**config.mk**
```make
export PLATFORM = sky130hd
export DESIGN_NAME = c4_top
export DESIGN_NICKNAME = d
export VERILOG_FILES = /design/src/c4_pkg.sv /design/src/c4_draw_if.sv /design/src/c4_key_decoder.sv /design/src/c4_board_regs.sv /design/src/c4_referee.sv /design/src/c4_win_check.sv /design/src/c4_piece_plotter.sv /design/src/c4_top.sv
export VERILOG_INCLUDE_DIRS = /design/src /design/src/src
export SDC_FILE = /design/constraint.sdc
export NUM_CORES = 1
export LEC_CHECK = 0
export ABC_CLOCK_PERIOD_IN_PS = 6440
export BUFFER_PORTS_ARGS = -buffer_cell sky130_fd_sc_hd__buf_2
export CAP_MARGIN = 40
export CORE_MARGIN = 5
export CORE_UTILIZATION = 35
export DETAILED_ROUTE_END_ITERATION = 8
export PLACE_DENSITY = 0.5
export SETUP_SLACK_MARGIN = 0.5
export SKIP_LAST_GASP = 1
export SYNTH_ARGS = -nofsm -noshare
export SYNTH_HDL_FRONTEND = slang
export SYNTH_HIERARCHICAL = 1
export SYNTH_SLANG_ARGS = --single-unit
```
**constraint.sdc**
```tcl
create_clock -name clk -period 6.44 [get_ports clk]
set_clock_uncertainty 0.15 [all_clocks]
set_input_delay 0.322 -clock clk [delete_from_list [all_inputs] [get_ports clk]]
set_output_delay 0.322 -clock clk [all_outputs]
set_load 0.05 [all_outputs]
```
**src/c4_cfg.svh**
```systemverilog
`ifndef C4_CFG_SVH
`define C4_CFG_SVH

// Board geometry
`define C4_COLS 7
`define C4_ROWS 7
`define C4_WIN_LEN 4

// Screen placement on the 160x120 frame buffer
`define C4_ORIGIN_X 8   // Left edge of column 0
`define C4_PITCH_X 22
`define C4_ORIGIN_Y 5   // Top edge of row 0
`define C4_PITCH_Y 16
`define C4_PIECE_SIZE 6

// Player colours in 3-bit RGB
`define C4_COLOUR_P1 3'd4
`define C4_COLOUR_P2 3'd1

// Keyboard scan codes
`define C4_KEY_Z 8'h1A
`define C4_KEY_X 8'h22
`define C4_KEY_C 8'h21
`define C4_KEY_V 8'h2A
`define C4_KEY_B 8'h32
`define C4_KEY_N 8'h31
`define C4_KEY_M 8'h3A
`define C4_KEY_SPACE 8'h29

`endif

```
**src/c4_pkg.sv**
```systemverilog
`default_nettype none

`include "c4_cfg.svh"

package c4_pkg;

	// Cell content, whose turn it is, and the winner
	typedef enum logic [1:0] {
		PLAYER_NONE = 2'd0,
		PLAYER_ONE  = 2'd1,
		PLAYER_TWO  = 2'd2
	} player_t;

	// Board indices with row 0 at the top
	typedef logic [2:0] col_t;
	typedef logic [2:0] row_t;

	typedef logic [2:0] height_t;   // Holds 0 to 7 pieces in a column

	typedef player_t board_t [`C4_ROWS][`C4_COLS];
	typedef height_t heights_t [`C4_COLS];

	// Frame buffer side
	typedef logic [7:0] pix_x_t;
	typedef logic [6:0] pix_y_t;
	typedef logic [2:0] colour_t;

	typedef logic [7:0] scan_code_t;

endpackage

`default_nettype wire

```
**src/c4_draw_if.sv**
```systemverilog
`timescale 1ns/10ps
`default_nettype none

// Piece draw request from referee to plotter
interface c4_draw_if import c4_pkg::*; ();

	logic req;        // One-cycle pulse only while busy is low
	pix_x_t org_x;
	pix_y_t org_y;
	colour_t colour;
	logic busy;       // High from req until the last pixel

	modport requester (output req, output org_x, output org_y, output colour, input busy);
	modport plotter (input req, input org_x, input org_y, input colour, output busy);

endinterface

`default_nettype wire

```
**src/c4_key_decoder.sv**
```systemverilog
`timescale 1ns/10ps
`default_nettype none

`include "c4_cfg.svh"

module c4_key_decoder import c4_pkg::*; (
	input  logic clk,
	input  logic reset_n,
	input  logic key_valid,
	input  logic key_make,
	input  scan_code_t key_code,
	output col_t sel_col,
	output logic drop_pulse
);

	logic press;

	assign press = key_valid && key_make;   // Releases are ignored

	always_ff @(posedge clk) begin
		if (!reset_n) begin
			sel_col <= '0;
			drop_pulse <= 1'b0;
		end else begin
			drop_pulse <= press && (key_code == `C4_KEY_SPACE);
			if (press) begin
				case (key_code)
					`C4_KEY_Z: sel_col <= col_t'(0);
					`C4_KEY_X: sel_col <= col_t'(1);
					`C4_KEY_C: sel_col <= col_t'(2);
					`C4_KEY_V: sel_col <= col_t'(3);
					`C4_KEY_B: sel_col <= col_t'(4);
					`C4_KEY_N: sel_col <= col_t'(5);
					`C4_KEY_M: sel_col <= col_t'(6);
					default:   sel_col <= sel_col;   // Keep the last column
				endcase
			end
		end
	end

endmodule

`default_nettype wire

```
**src/c4_board_regs.sv**
```systemverilog
`timescale 1ns/10ps
`default_nettype none

`include "c4_cfg.svh"

module c4_board_regs import c4_pkg::*; (
	input  logic clk,
	input  logic reset_n,
	input  logic write_en,
	input  col_t write_col,
	input  row_t write_row,
	input  player_t write_player,
	output board_t board,
	output heights_t heights
);

	////////////////////////////////////////////////////////////////////////////
	// Cell storage
	////////////////////////////////////////////////////////////////////////////

	always_ff @(posedge clk) begin
		if (!reset_n) begin
			for (int r = 0; r < `C4_ROWS; r++) begin
				for (int c = 0; c < `C4_COLS; c++) begin
					board[r][c] <= PLAYER_NONE;
				end
			end
		end else if (write_en) begin
			board[write_row][write_col] <= write_player;
		end
	end

	////////////////////////////////////////////////////////////////////////////
	// Column fill heights
	////////////////////////////////////////////////////////////////////////////

	// One count per column bumped with every write into it
	always_ff @(posedge clk) begin
		if (!reset_n) begin
			for (int c = 0; c < `C4_COLS; c++) begin
				heights[c] <= '0;
			end
		end else if (write_en) begin
			heights[write_col] <= heights[write_col] + 1'b1;
		end
	end

endmodule

`default_nettype wire

```
**src/c4_referee.sv**
```systemverilog
`timescale 1ns/10ps
`default_nettype none

`include "c4_cfg.svh"

module c4_referee import c4_pkg::*; (
	input  logic clk,
	input  logic reset_n,
	input  col_t sel_col,
	input  logic drop_pulse,
	input  heights_t heights,
	input  player_t winner,
	output logic write_en,
	output col_t write_col,
	output row_t write_row,
	output player_t write_player,
	c4_draw_if.requester draw,
	output player_t turn
);

	height_t col_height;
	row_t land_row;
	logic col_full;
	logic accept;

	////////////////////////////////////////////////////////////////////////////
	// Drop legality
	////////////////////////////////////////////////////////////////////////////

	assign col_height = heights[sel_col];
	assign col_full = (col_height >= height_t'(`C4_ROWS));
	assign land_row = row_t'(`C4_ROWS - 1 - col_height);   // Stack from the bottom row up

	// Plotter idle, no winner yet and room left in the column.
	// A req still in flight counts as busy since the plotter has not seen it
	assign accept = drop_pulse && !draw.busy && !draw.req &&
		(winner == PLAYER_NONE) && !col_full;

	// Board write happens on the accepting edge
	assign write_en = accept;
	assign write_col = sel_col;
	assign write_row = land_row;
	assign write_player = turn;

	////////////////////////////////////////////////////////////////////////////
	// Turn and draw request
	////////////////////////////////////////////////////////////////////////////

	always_ff @(posedge clk) begin
		if (!reset_n) begin
			turn <= PLAYER_ONE;
			draw.req <= 1'b0;
		end else begin
			draw.req <= accept;   // One-cycle pulse
			if (accept) begin
				turn <= (turn == PLAYER_ONE) ? PLAYER_TWO : PLAYER_ONE;
			end
		end
	end

	// Screen origin of the landing cell
	always_ff @(posedge clk) begin
		if (accept) begin
			draw.org_x <= pix_x_t'(`C4_ORIGIN_X + `C4_PITCH_X * sel_col);
			draw.org_y <= pix_y_t'(`C4_ORIGIN_Y + `C4_PITCH_Y * land_row);
			draw.colour <= (turn == PLAYER_ONE) ? `C4_COLOUR_P1 : `C4_COLOUR_P2;
		end
	end

endmodule

`default_nettype wire

```
**src/c4_win_check.sv**
```systemverilog
`timescale 1ns/10ps
`default_nettype none

`include "c4_cfg.svh"

module c4_win_check import c4_pkg::*; (
	input  logic clk,
	input  logic reset_n,
	input  board_t board,
	output player_t winner
);

	player_t found;

	// Owner of the line starting at (r0, c0) in direction (dr, dc)
	// or PLAYER_NONE when it leaves the board or is mixed
	function automatic player_t line_owner(input board_t b, input int r0, input int c0,
		input int dr, input int dc);
		player_t first;
		logic same;
		int r_end;
		int c_end;
		first = b[r0][c0];
		same = (first != PLAYER_NONE);
		r_end = r0 + dr * (`C4_WIN_LEN - 1);
		c_end = c0 + dc * (`C4_WIN_LEN - 1);
		if (r_end < 0 || r_end >= `C4_ROWS || c_end < 0 || c_end >= `C4_COLS) begin
			same = 1'b0;
		end else begin
			for (int k = 1; k < `C4_WIN_LEN; k++) begin
				if (b[r0 + dr * k][c0 + dc * k] != first)
					same = 1'b0;
			end
		end
		return same ? first : PLAYER_NONE;
	endfunction

	////////////////////////////////////////////////////////////////////////////
	// Window scan over every start cell
	////////////////////////////////////////////////////////////////////////////

	always_comb begin
		found = PLAYER_NONE;
		for (int r = 0; r < `C4_ROWS; r++) begin
			for (int c = 0; c < `C4_COLS; c++) begin
				if (found == PLAYER_NONE) found = line_owner(board, r, c, 0, 1);    // Row
				if (found == PLAYER_NONE) found = line_owner(board, r, c, 1, 0);    // Column
				if (found == PLAYER_NONE) found = line_owner(board, r, c, 1, 1);    // Down right
				if (found == PLAYER_NONE) found = line_owner(board, r, c, -1, 1);   // Up right
			end
		end
	end

	// First winner sticks until reset
	always_ff @(posedge clk) begin
		if (!reset_n)
			winner <= PLAYER_NONE;
		else if (winner == PLAYER_NONE)
			winner <= found;
	end

endmodule

`default_nettype wire

```
**src/c4_piece_plotter.sv**
```systemverilog
`timescale 1ns/10ps
`default_nettype none

`include "c4_cfg.svh"

module c4_piece_plotter import c4_pkg::*; (
	input  logic clk,
	input  logic reset_n,
	c4_draw_if.plotter draw,
	output logic plot,
	output pix_x_t plot_x,
	output pix_y_t plot_y,
	output colour_t plot_colour
);

	localparam logic [2:0] LAST_OFF = 3'(`C4_PIECE_SIZE - 1);

	logic active;
	logic [2:0] off_x;
	logic [2:0] off_y;
	pix_x_t base_x;
	pix_y_t base_y;
	colour_t colour_q;

	////////////////////////////////////////////////////////////////////////////
	// Raster walk with the x offset fastest
	////////////////////////////////////////////////////////////////////////////

	always_ff @(posedge clk) begin
		if (!reset_n) begin
			active <= 1'b0;
			off_x <= '0;
			off_y <= '0;
		end else if (!active) begin
			if (draw.req) begin
				active <= 1'b1;
				off_x <= '0;
				off_y <= '0;
			end
		end else if (off_x == LAST_OFF) begin
			off_x <= '0;
			if (off_y == LAST_OFF) begin
				off_y <= '0;
				active <= 1'b0;   // 36th pixel out
			end else begin
				off_y <= off_y + 1'b1;
			end
		end else begin
			off_x <= off_x + 1'b1;
		end
	end

	// Origin and colour held for the whole block
	always_ff @(posedge clk) begin
		if (draw.req && !active) begin
			base_x <= draw.org_x;
			base_y <= draw.org_y;
			colour_q <= draw.colour;
		end
	end

	assign draw.busy = active;
	assign plot = active;
	assign plot_x = base_x + pix_x_t'(off_x);
	assign plot_y = base_y + pix_y_t'(off_y);
	assign plot_colour = colour_q;

endmodule

`default_nettype wire

```
**src/c4_top.sv**
```systemverilog
`timescale 1ns/10ps
`default_nettype none

module c4_top import c4_pkg::*; (
	input  logic clk,
	input  logic reset_n,
	input  logic key_valid,
	input  logic key_make,
	input  scan_code_t key_code,
	output logic plot,
	output pix_x_t plot_x,
	output pix_y_t plot_y,
	output colour_t plot_colour,
	output player_t turn,
	output player_t winner
);

	col_t sel_col;
	logic drop_pulse;

	// Referee to board
	logic write_en;
	col_t write_col;
	row_t write_row;
	player_t write_player;

	board_t board;
	heights_t heights;

	c4_draw_if draw_bus ();

	////////////////////////////////////////////////////////////////////////////
	// Game core
	////////////////////////////////////////////////////////////////////////////

	c4_key_decoder i_key_decoder (
		.clk        (clk),
		.reset_n    (reset_n),
		.key_valid  (key_valid),
		.key_make   (key_make),
		.key_code   (key_code),
		.sel_col    (sel_col),
		.drop_pulse (drop_pulse)
	);

	c4_referee i_referee (
		.clk          (clk),
		.reset_n      (reset_n),
		.sel_col      (sel_col),
		.drop_pulse   (drop_pulse),
		.heights      (heights),
		.winner       (winner),
		.write_en     (write_en),
		.write_col    (write_col),
		.write_row    (write_row),
		.write_player (write_player),
		.draw         (draw_bus.requester),
		.turn         (turn)
	);

	c4_board_regs i_board_regs (
		.clk          (clk),
		.reset_n      (reset_n),
		.write_en     (write_en),
		.write_col    (write_col),
		.write_row    (write_row),
		.write_player (write_player),
		.board        (board),
		.heights      (heights)
	);

	c4_win_check i_win_check (
		.clk     (clk),
		.reset_n (reset_n),
		.board   (board),
		.winner  (winner)
	);

	// Pixel writes toward the frame buffer
	c4_piece_plotter i_piece_plotter (
		.clk         (clk),
		.reset_n     (reset_n),
		.draw        (draw_bus.plotter),
		.plot        (plot),
		.plot_x      (plot_x),
		.plot_y      (plot_y),
		.plot_colour (plot_colour)
	);

endmodule

`default_nettype wire

```
# == Word-level counts from Yosys, hierarchy flattened ==
# Cells that the tools add are included.
# classes
addsub,8
n_mul,1
shifts,0
bitwise_logic,2
n_reduce_logical,252
n_lt_le_gt_ge,5
muxes,874
n_eq_ne,276
div,0
# op_table
operator,count
2-bit two-way mux,393
2-bit inequality test,264
1-bit two-way mux,463
2-bit logical NOT,196
98-bit bitwise mux,1
2-bit nonzero test,41
8-bit by 6-bit == test with 1-bit output (second input constant),7
14-bit demux with 3-bit select,1
3-bit two-way mux,10
21-bit bitwise mux,1
3-bit case mux with 7 select lines,1
14-bit two-way mux,1
3-bit by 1-bit adder with 3-bit output (second input constant),3
3-bit binary-select mux with 3-bit select,1
3-bit demux with 3-bit select,1
1-bit logical AND,9
4-bit by 8-bit adder with 8-bit output (first input constant),1
8-bit by 3-bit adder with 8-bit output,1
8-bit by 5-bit == test with 1-bit output (second input constant),1
4-bit >= comparator (second input constant),2
4-bit by 1-bit < comparator with 1-bit output (second input constant),2
3-bit inverter with 4-bit output,2
3-bit by 7-bit adder with 7-bit output (first input constant),1
7-bit by 3-bit adder with 7-bit output,1
other kinds (10),14
# totals
out_inout_bits,23
input_bits,12
word_cells,1488
ramBits,0
rom_bits,0
latchBits,0
regBits,171
mem_count,0

# == Logic depth before layout (Yosys ltp) ==
# depth
ltp_word,785
ltp_mapped,15

# == Cells and area by module ==
# The synthesis kept the hierarchy.
# by_module_without_submodules
module,area_each_um2,instances,cells_per_inst,seq_area_each_um2
c4_win_check,5813.1,1,921,40.0
c4_board_regs,5276.3,1,632,2382.3
c4_piece_plotter,1206.2,1,91,680.7
c4_referee,1068.5,1,92,420.4
c4_key_decoder,245.2,1,27,80.1

# == Worst setup path before layout ==
# Ideal clock, no wire load.
# synth_path
path_type,reg-to-reg
startpoint,register i_key_decoder.sel_col[0]
endpoint,register i_board_regs/board[41] (netlist name)
path_slack_ns,2.526
setup_ns,0.076
t_arrival_ns,3.688
path_stages_with_launch,13
n_path_buf,3
required_ns,6.214
cell_sequence,dfxtp_1 > buf_6 > mux2_4 > mux4_2 > ha_1 > nor2_1 > nand2_1 > a21oi_1 > buf_2 > nor4b_4 > buf_4 > nand3_1 > a21boi_0
# synth_lines
item,line_no,rtl
from (decl),c4_key_decoder.sv:12,"output col_t sel_col,"
from (signal assigned),c4_key_decoder.sv:28,`C4_KEY_Z: sel_col <= col_t'(0);
from (signal assigned),c4_key_decoder.sv:29,`C4_KEY_X: sel_col <= col_t'(1);
from (signal assigned),c4_key_decoder.sv:30,`C4_KEY_C: sel_col <= col_t'(2);
3-bit inverter with 4-bit output (not written as such),c4_referee.sv:30,assign col_height = heights[sel_col];
3-bit binary-select mux with 3-bit select,c4_referee.sv:30,
3-bit two-way mux (not written as such) (2 in a row),c4_referee.sv:30,
3-bit >= comparator,c4_referee.sv:31,assign col_full = (col_height >= height_t'(`C4_ROWS));
1-bit logical NOT,c4_referee.sv:37,(winner == PLAYER_NONE) && !col_full;
1-bit logical AND,c4_referee.sv:37,
net write_en,c4_top.sv:22,logic write_en;
# The timed path passes the listed nets, and every way through them passes these cells. The select of a mux whose other input is x is not followed.
# A chain may end at the register's enable or synchronous reset.

# == Final worst setup path ==
# layout_path
startpoint,register i_key_decoder.sel_col[0]
endpoint,register i_board_regs/board[53] (netlist name)
# layout_lines
item,line_no
3-bit inverter with 4-bit output (not written as such),c4_referee.sv:30
3-bit binary-select mux with 3-bit select,c4_referee.sv:30
3-bit two-way mux (not written as such) (2 in a row),c4_referee.sv:30
3-bit >= comparator,c4_referee.sv:31
1-bit logical NOT,c4_referee.sv:37
1-bit logical AND,c4_referee.sv:37
net write_en,c4_top.sv:22
# The timed path passes the listed nets, and every way through them passes these cells. The select of a mux whose other input is x is not followed.

==> results.cfg <==
[setup_path]
r2r-end = i_board_regs/board[53]$_SDFFE_PN0P_
critPathSlowestCell = dfxtp_1
path_depth = 14
reg2reg_from = i_key_decoder/sel_col[0]$_SDFFE_PN0P_
critPathArrivalTime_ns = 4.72
critPathTopFamily = simple AND/OR/NAND/NOR gates
end_kind = flop
crit_chain = buf_4, mux2i_1, o211ai_1, and2_1, ha_1, ha_1, nor2_1, nand2_1, a21oi_2, buf_8, nand4bb_1, nor2_1, nand2_1, a21boi_0
path_class = reg -> reg
worst-path-max-fanout = 20
r2r_cells = 14
critical_path.max_stage_delay_ns = 0.81
startpoint = i_key_decoder/sel_col[0]$_SDFFE_PN0P_
cp_data_required_time_ns = 6.64
cp.buffers_inverters = 2
start_kind = flop
crit_path_end = i_board_regs/board[53]$_SDFFE_PN0P_
reg2reg_slack_ns = 1.93

[timing]
setup_viol = 0
tightest_slew_ns = 0.980
tns_ns = 0
maxSlewViolCount = 0
fmax_mhz = 222
rsz0062_at_grt = no
hold_violations = 0
period_share_pct = 70.1
max-slew-margin-rel_pct = 34.5
min_period_ns = 4.51

[logic_synthesis]
yosysTopAreaCellShare_pct = 19.9
synth-edff-count = 30
ys_types = 120
synthTopCellsByArea = dfxtp_1, edfxtp_1, nand2_1, a21boi_0, nand4_1
ys.flop_type = dfxtp_1
synth_area_um2 = 13600
yosysWarnings = 6
syn_area_per_cell_um2 = 7.72
synth_common_cells = nand2_1, dfxtp_1, nand4_1, clkbuf_1, o21ai_0
synth_top_area_cell = dfxtp_1
synth.most_common_cell = nand2_1
synthArstFlopShare_pct = 0
postSynthCellCount = 1763
yosysSeqAreaShare_pct = 26.5
synth-seq-cells = 165

[final_layout]
drive_gt1_share_pct = 9.62
design_area_um2 = 14400
nets = 1691
n_antenna_cell = 0
syn_to_final_growth_pct = 5.83

[floorplanning]
io_pins = 35
initial_core_util_pct = 35.3
rows = 72
die_w_um = 207
die-area_um2 = 42900
die_h_um = 207
coreArea_um2 = 38600

[pwr]
power_density_nw_per_um2 = 143
power_uw = 2060
leakagePower_uw = 0.00507
vdd_drop_max_mv = 0.150

[clock_tree]
ctsLongestPathBuffers = 2
cts_sinks = 165
numCtsBuffers = 17
worstSkewPairLatency_ns = 0.45
cts_tree = yes
path_clk_slew_ns = 0.08
root_buffer = clkbuf_16
htree_levels = 4
cts_resized = 0

[grt]
grt_pass1_wl_mm = 76.4
antenna_found_initial = 0
grtUsageTotal_pct = 22.0
grt_max_degree = 82
grt_pass1_vias = 12800
grt_overflow = 0

[worst_hold_path]
hold_depth = 3
min-delay-path-class = in -> reg

[route]
drc = 0
first_pass_iters = 5
antenna_left = 0
vias = 14200
routedWlPerCell_um = 22.6
first_iter_violations = 1431
viasPerCell = 6.48
wl_mm = 49.5

[place]
dp_hpwl_mm = 33.0
place.gp.congestion = 0.888
postPlaceCellArea_um2 = 13800
io_buffers = 34

[run]
cap_viol_max_count = 0

[status]
status = finished clean
## worst min path at each step
stage / startpoint / endpoint / slack, ns
2_1_floorplan: i_referee/draw.org_x[1]$_DFFE_PP_ / i_piece_plotter/base_x[1]$_DFFE_PP_ / 0.25
3_5_place_dp: i_referee/draw.org_x[3]$_DFFE_PP_ / i_piece_plotter/base_x[3]$_DFFE_PP_ / 0.26
3_3_place_gp: i_referee/draw.colour[2]$_DFFE_PP_ / i_piece_plotter/plot_colour[2]$_DFFE_PP_ / 0.25
6_report: key_code[4] / i_key_decoder/sel_col[2]$_SDFFE_PN0P_ / 0.02
5_1_grt: key_valid / i_key_decoder/drop_pulse$_SDFF_PN0_ / 0.02
4_1_cts: key_valid / i_key_decoder/drop_pulse$_SDFF_PN0_ / 0.0006
## metal layers
metal,global-route usage [%],up-vias,wire [um]
met4,8.37,0,1500
met1,30.3,6881,22100
met5,0,-,0
met3,3.45,106,3700
li1,-,6551,-
met2,34.8,657,22200
## power breakdown
| part | internal [uW] | total [uW] | leakage (uW) | switching, uW |
|---|---|---|---|---|
| logic | 14.4 | 32.3 | 0.00342 | 17.8 |
| registers | 1050 | 1050 | 0.00138 | 0.0825 |
| clock network | 515 | 984 | 0.000268 | 469 |
## logic make-up (layout without fill, tap and decap cells)
family | after synthesis | in the layout | synth area share, %
fa+ha+maj | 19 | 19 | 1.91
buf+inv | 222 | 128 | 7.94
compound gates | 517 | 517 | 26.6
xor+xnor | 24 | 24 | 1.60
mux | 26 | 26 | 2.31
flops | 165 | 165 | 26.5
simple gates | 788 | 788 | 33.1
other cells | 2 | 6 | 0.0552
## final cells by class
cell class	instances	area (um^2)
Fill cell	4035	24200
Sequential cell	165	3610
Inverter	24	90.1
Multi-Input combinational cell	1380	8970
Clock buffer	18	439
Timing Repair Buffer	72	533
Tap cell	518	648
Clock inverter	14	116
## flip-flops by register name, summed over array words and instances (netlist names), 2 cells and up
name	flops
i_referee/turn	2
i_key_decoder/sel_col	3
i_piece_plotter/plot_colour	3
i_win_check/winner	2
i_referee/draw.org_y	3
i_board_regs/heights	21
i_board_regs/board	98
i_piece_plotter/off_y	3
i_piece_plotter/off_x	3
i_referee/draw.org_x	7
i_referee/draw.colour	2
i_piece_plotter/base_y	7
i_piece_plotter/base_x	8
## placed cells by master (no fill, tap or decap), types with 10 or more instances in the layout
cell type	netlist	layout
nand2_1	220	220
dfxtp_1	135	133
nand4_1	105	105
o21ai_0	92	92
a21boi_0	89	89
nand3_1	84	84
a21oi_1	76	75
nor4_1	59	59
nor2_1	56	56
or4_1	56	56
and4_1	33	33
buf_2	54	33
buf_4	22	30
edfxtp_1	30	30
and3_1	28	28
a21boi_1	27	27
a21o_1	24	24
inv_1	24	24
or3_1	20	20
o22ai_1	18	18
clkbuf_16	0	17
mux2i_1	16	16
nor3_1	17	16
ha_1	16	16
nand2b_1	16	16
o21a_1	16	16
a31oi_1	15	15
xnor2_1	14	14
o21ai_1	14	14
a22oi_1	13	13
nand3b_1	11	11
nor2b_1	10	10
and2_1	10	10
o31ai_1	10	10
## metrics by stage
step                cells  util, %  setup slack, ns  hold slack, ns
finish               2191     37.4             1.93          0.0220
global route         2191     37.4             1.42          0.0216
CTS                  2191     37.4             1.96        0.000596
detailed placement   2158     35.9             1.99           0.262
global placement     2148     35.5             1.62           0.251
floorplan            1767        -             2.53           0.250
## worst register-to-register path: cells and delay by family, from the launching register on
kind                     cells  cell delay (ns)
AND/OR/NAND/NOR              6             1.60
buffers and inverters        2             0.60
flip-flops                   1             0.81
AO/OA/AOI/OAI                3             0.70
multiplexers                 1             0.21
adder cells (fa/ha/maj)      2             0.34
## what timing repair did
item | 4_1_cts | 5_1_grt
hold endpoints to repair | 1 | 0
hold buffers | 1 | 0
setup buffers | 0 | 0
(Power assumes the default switching activity.)
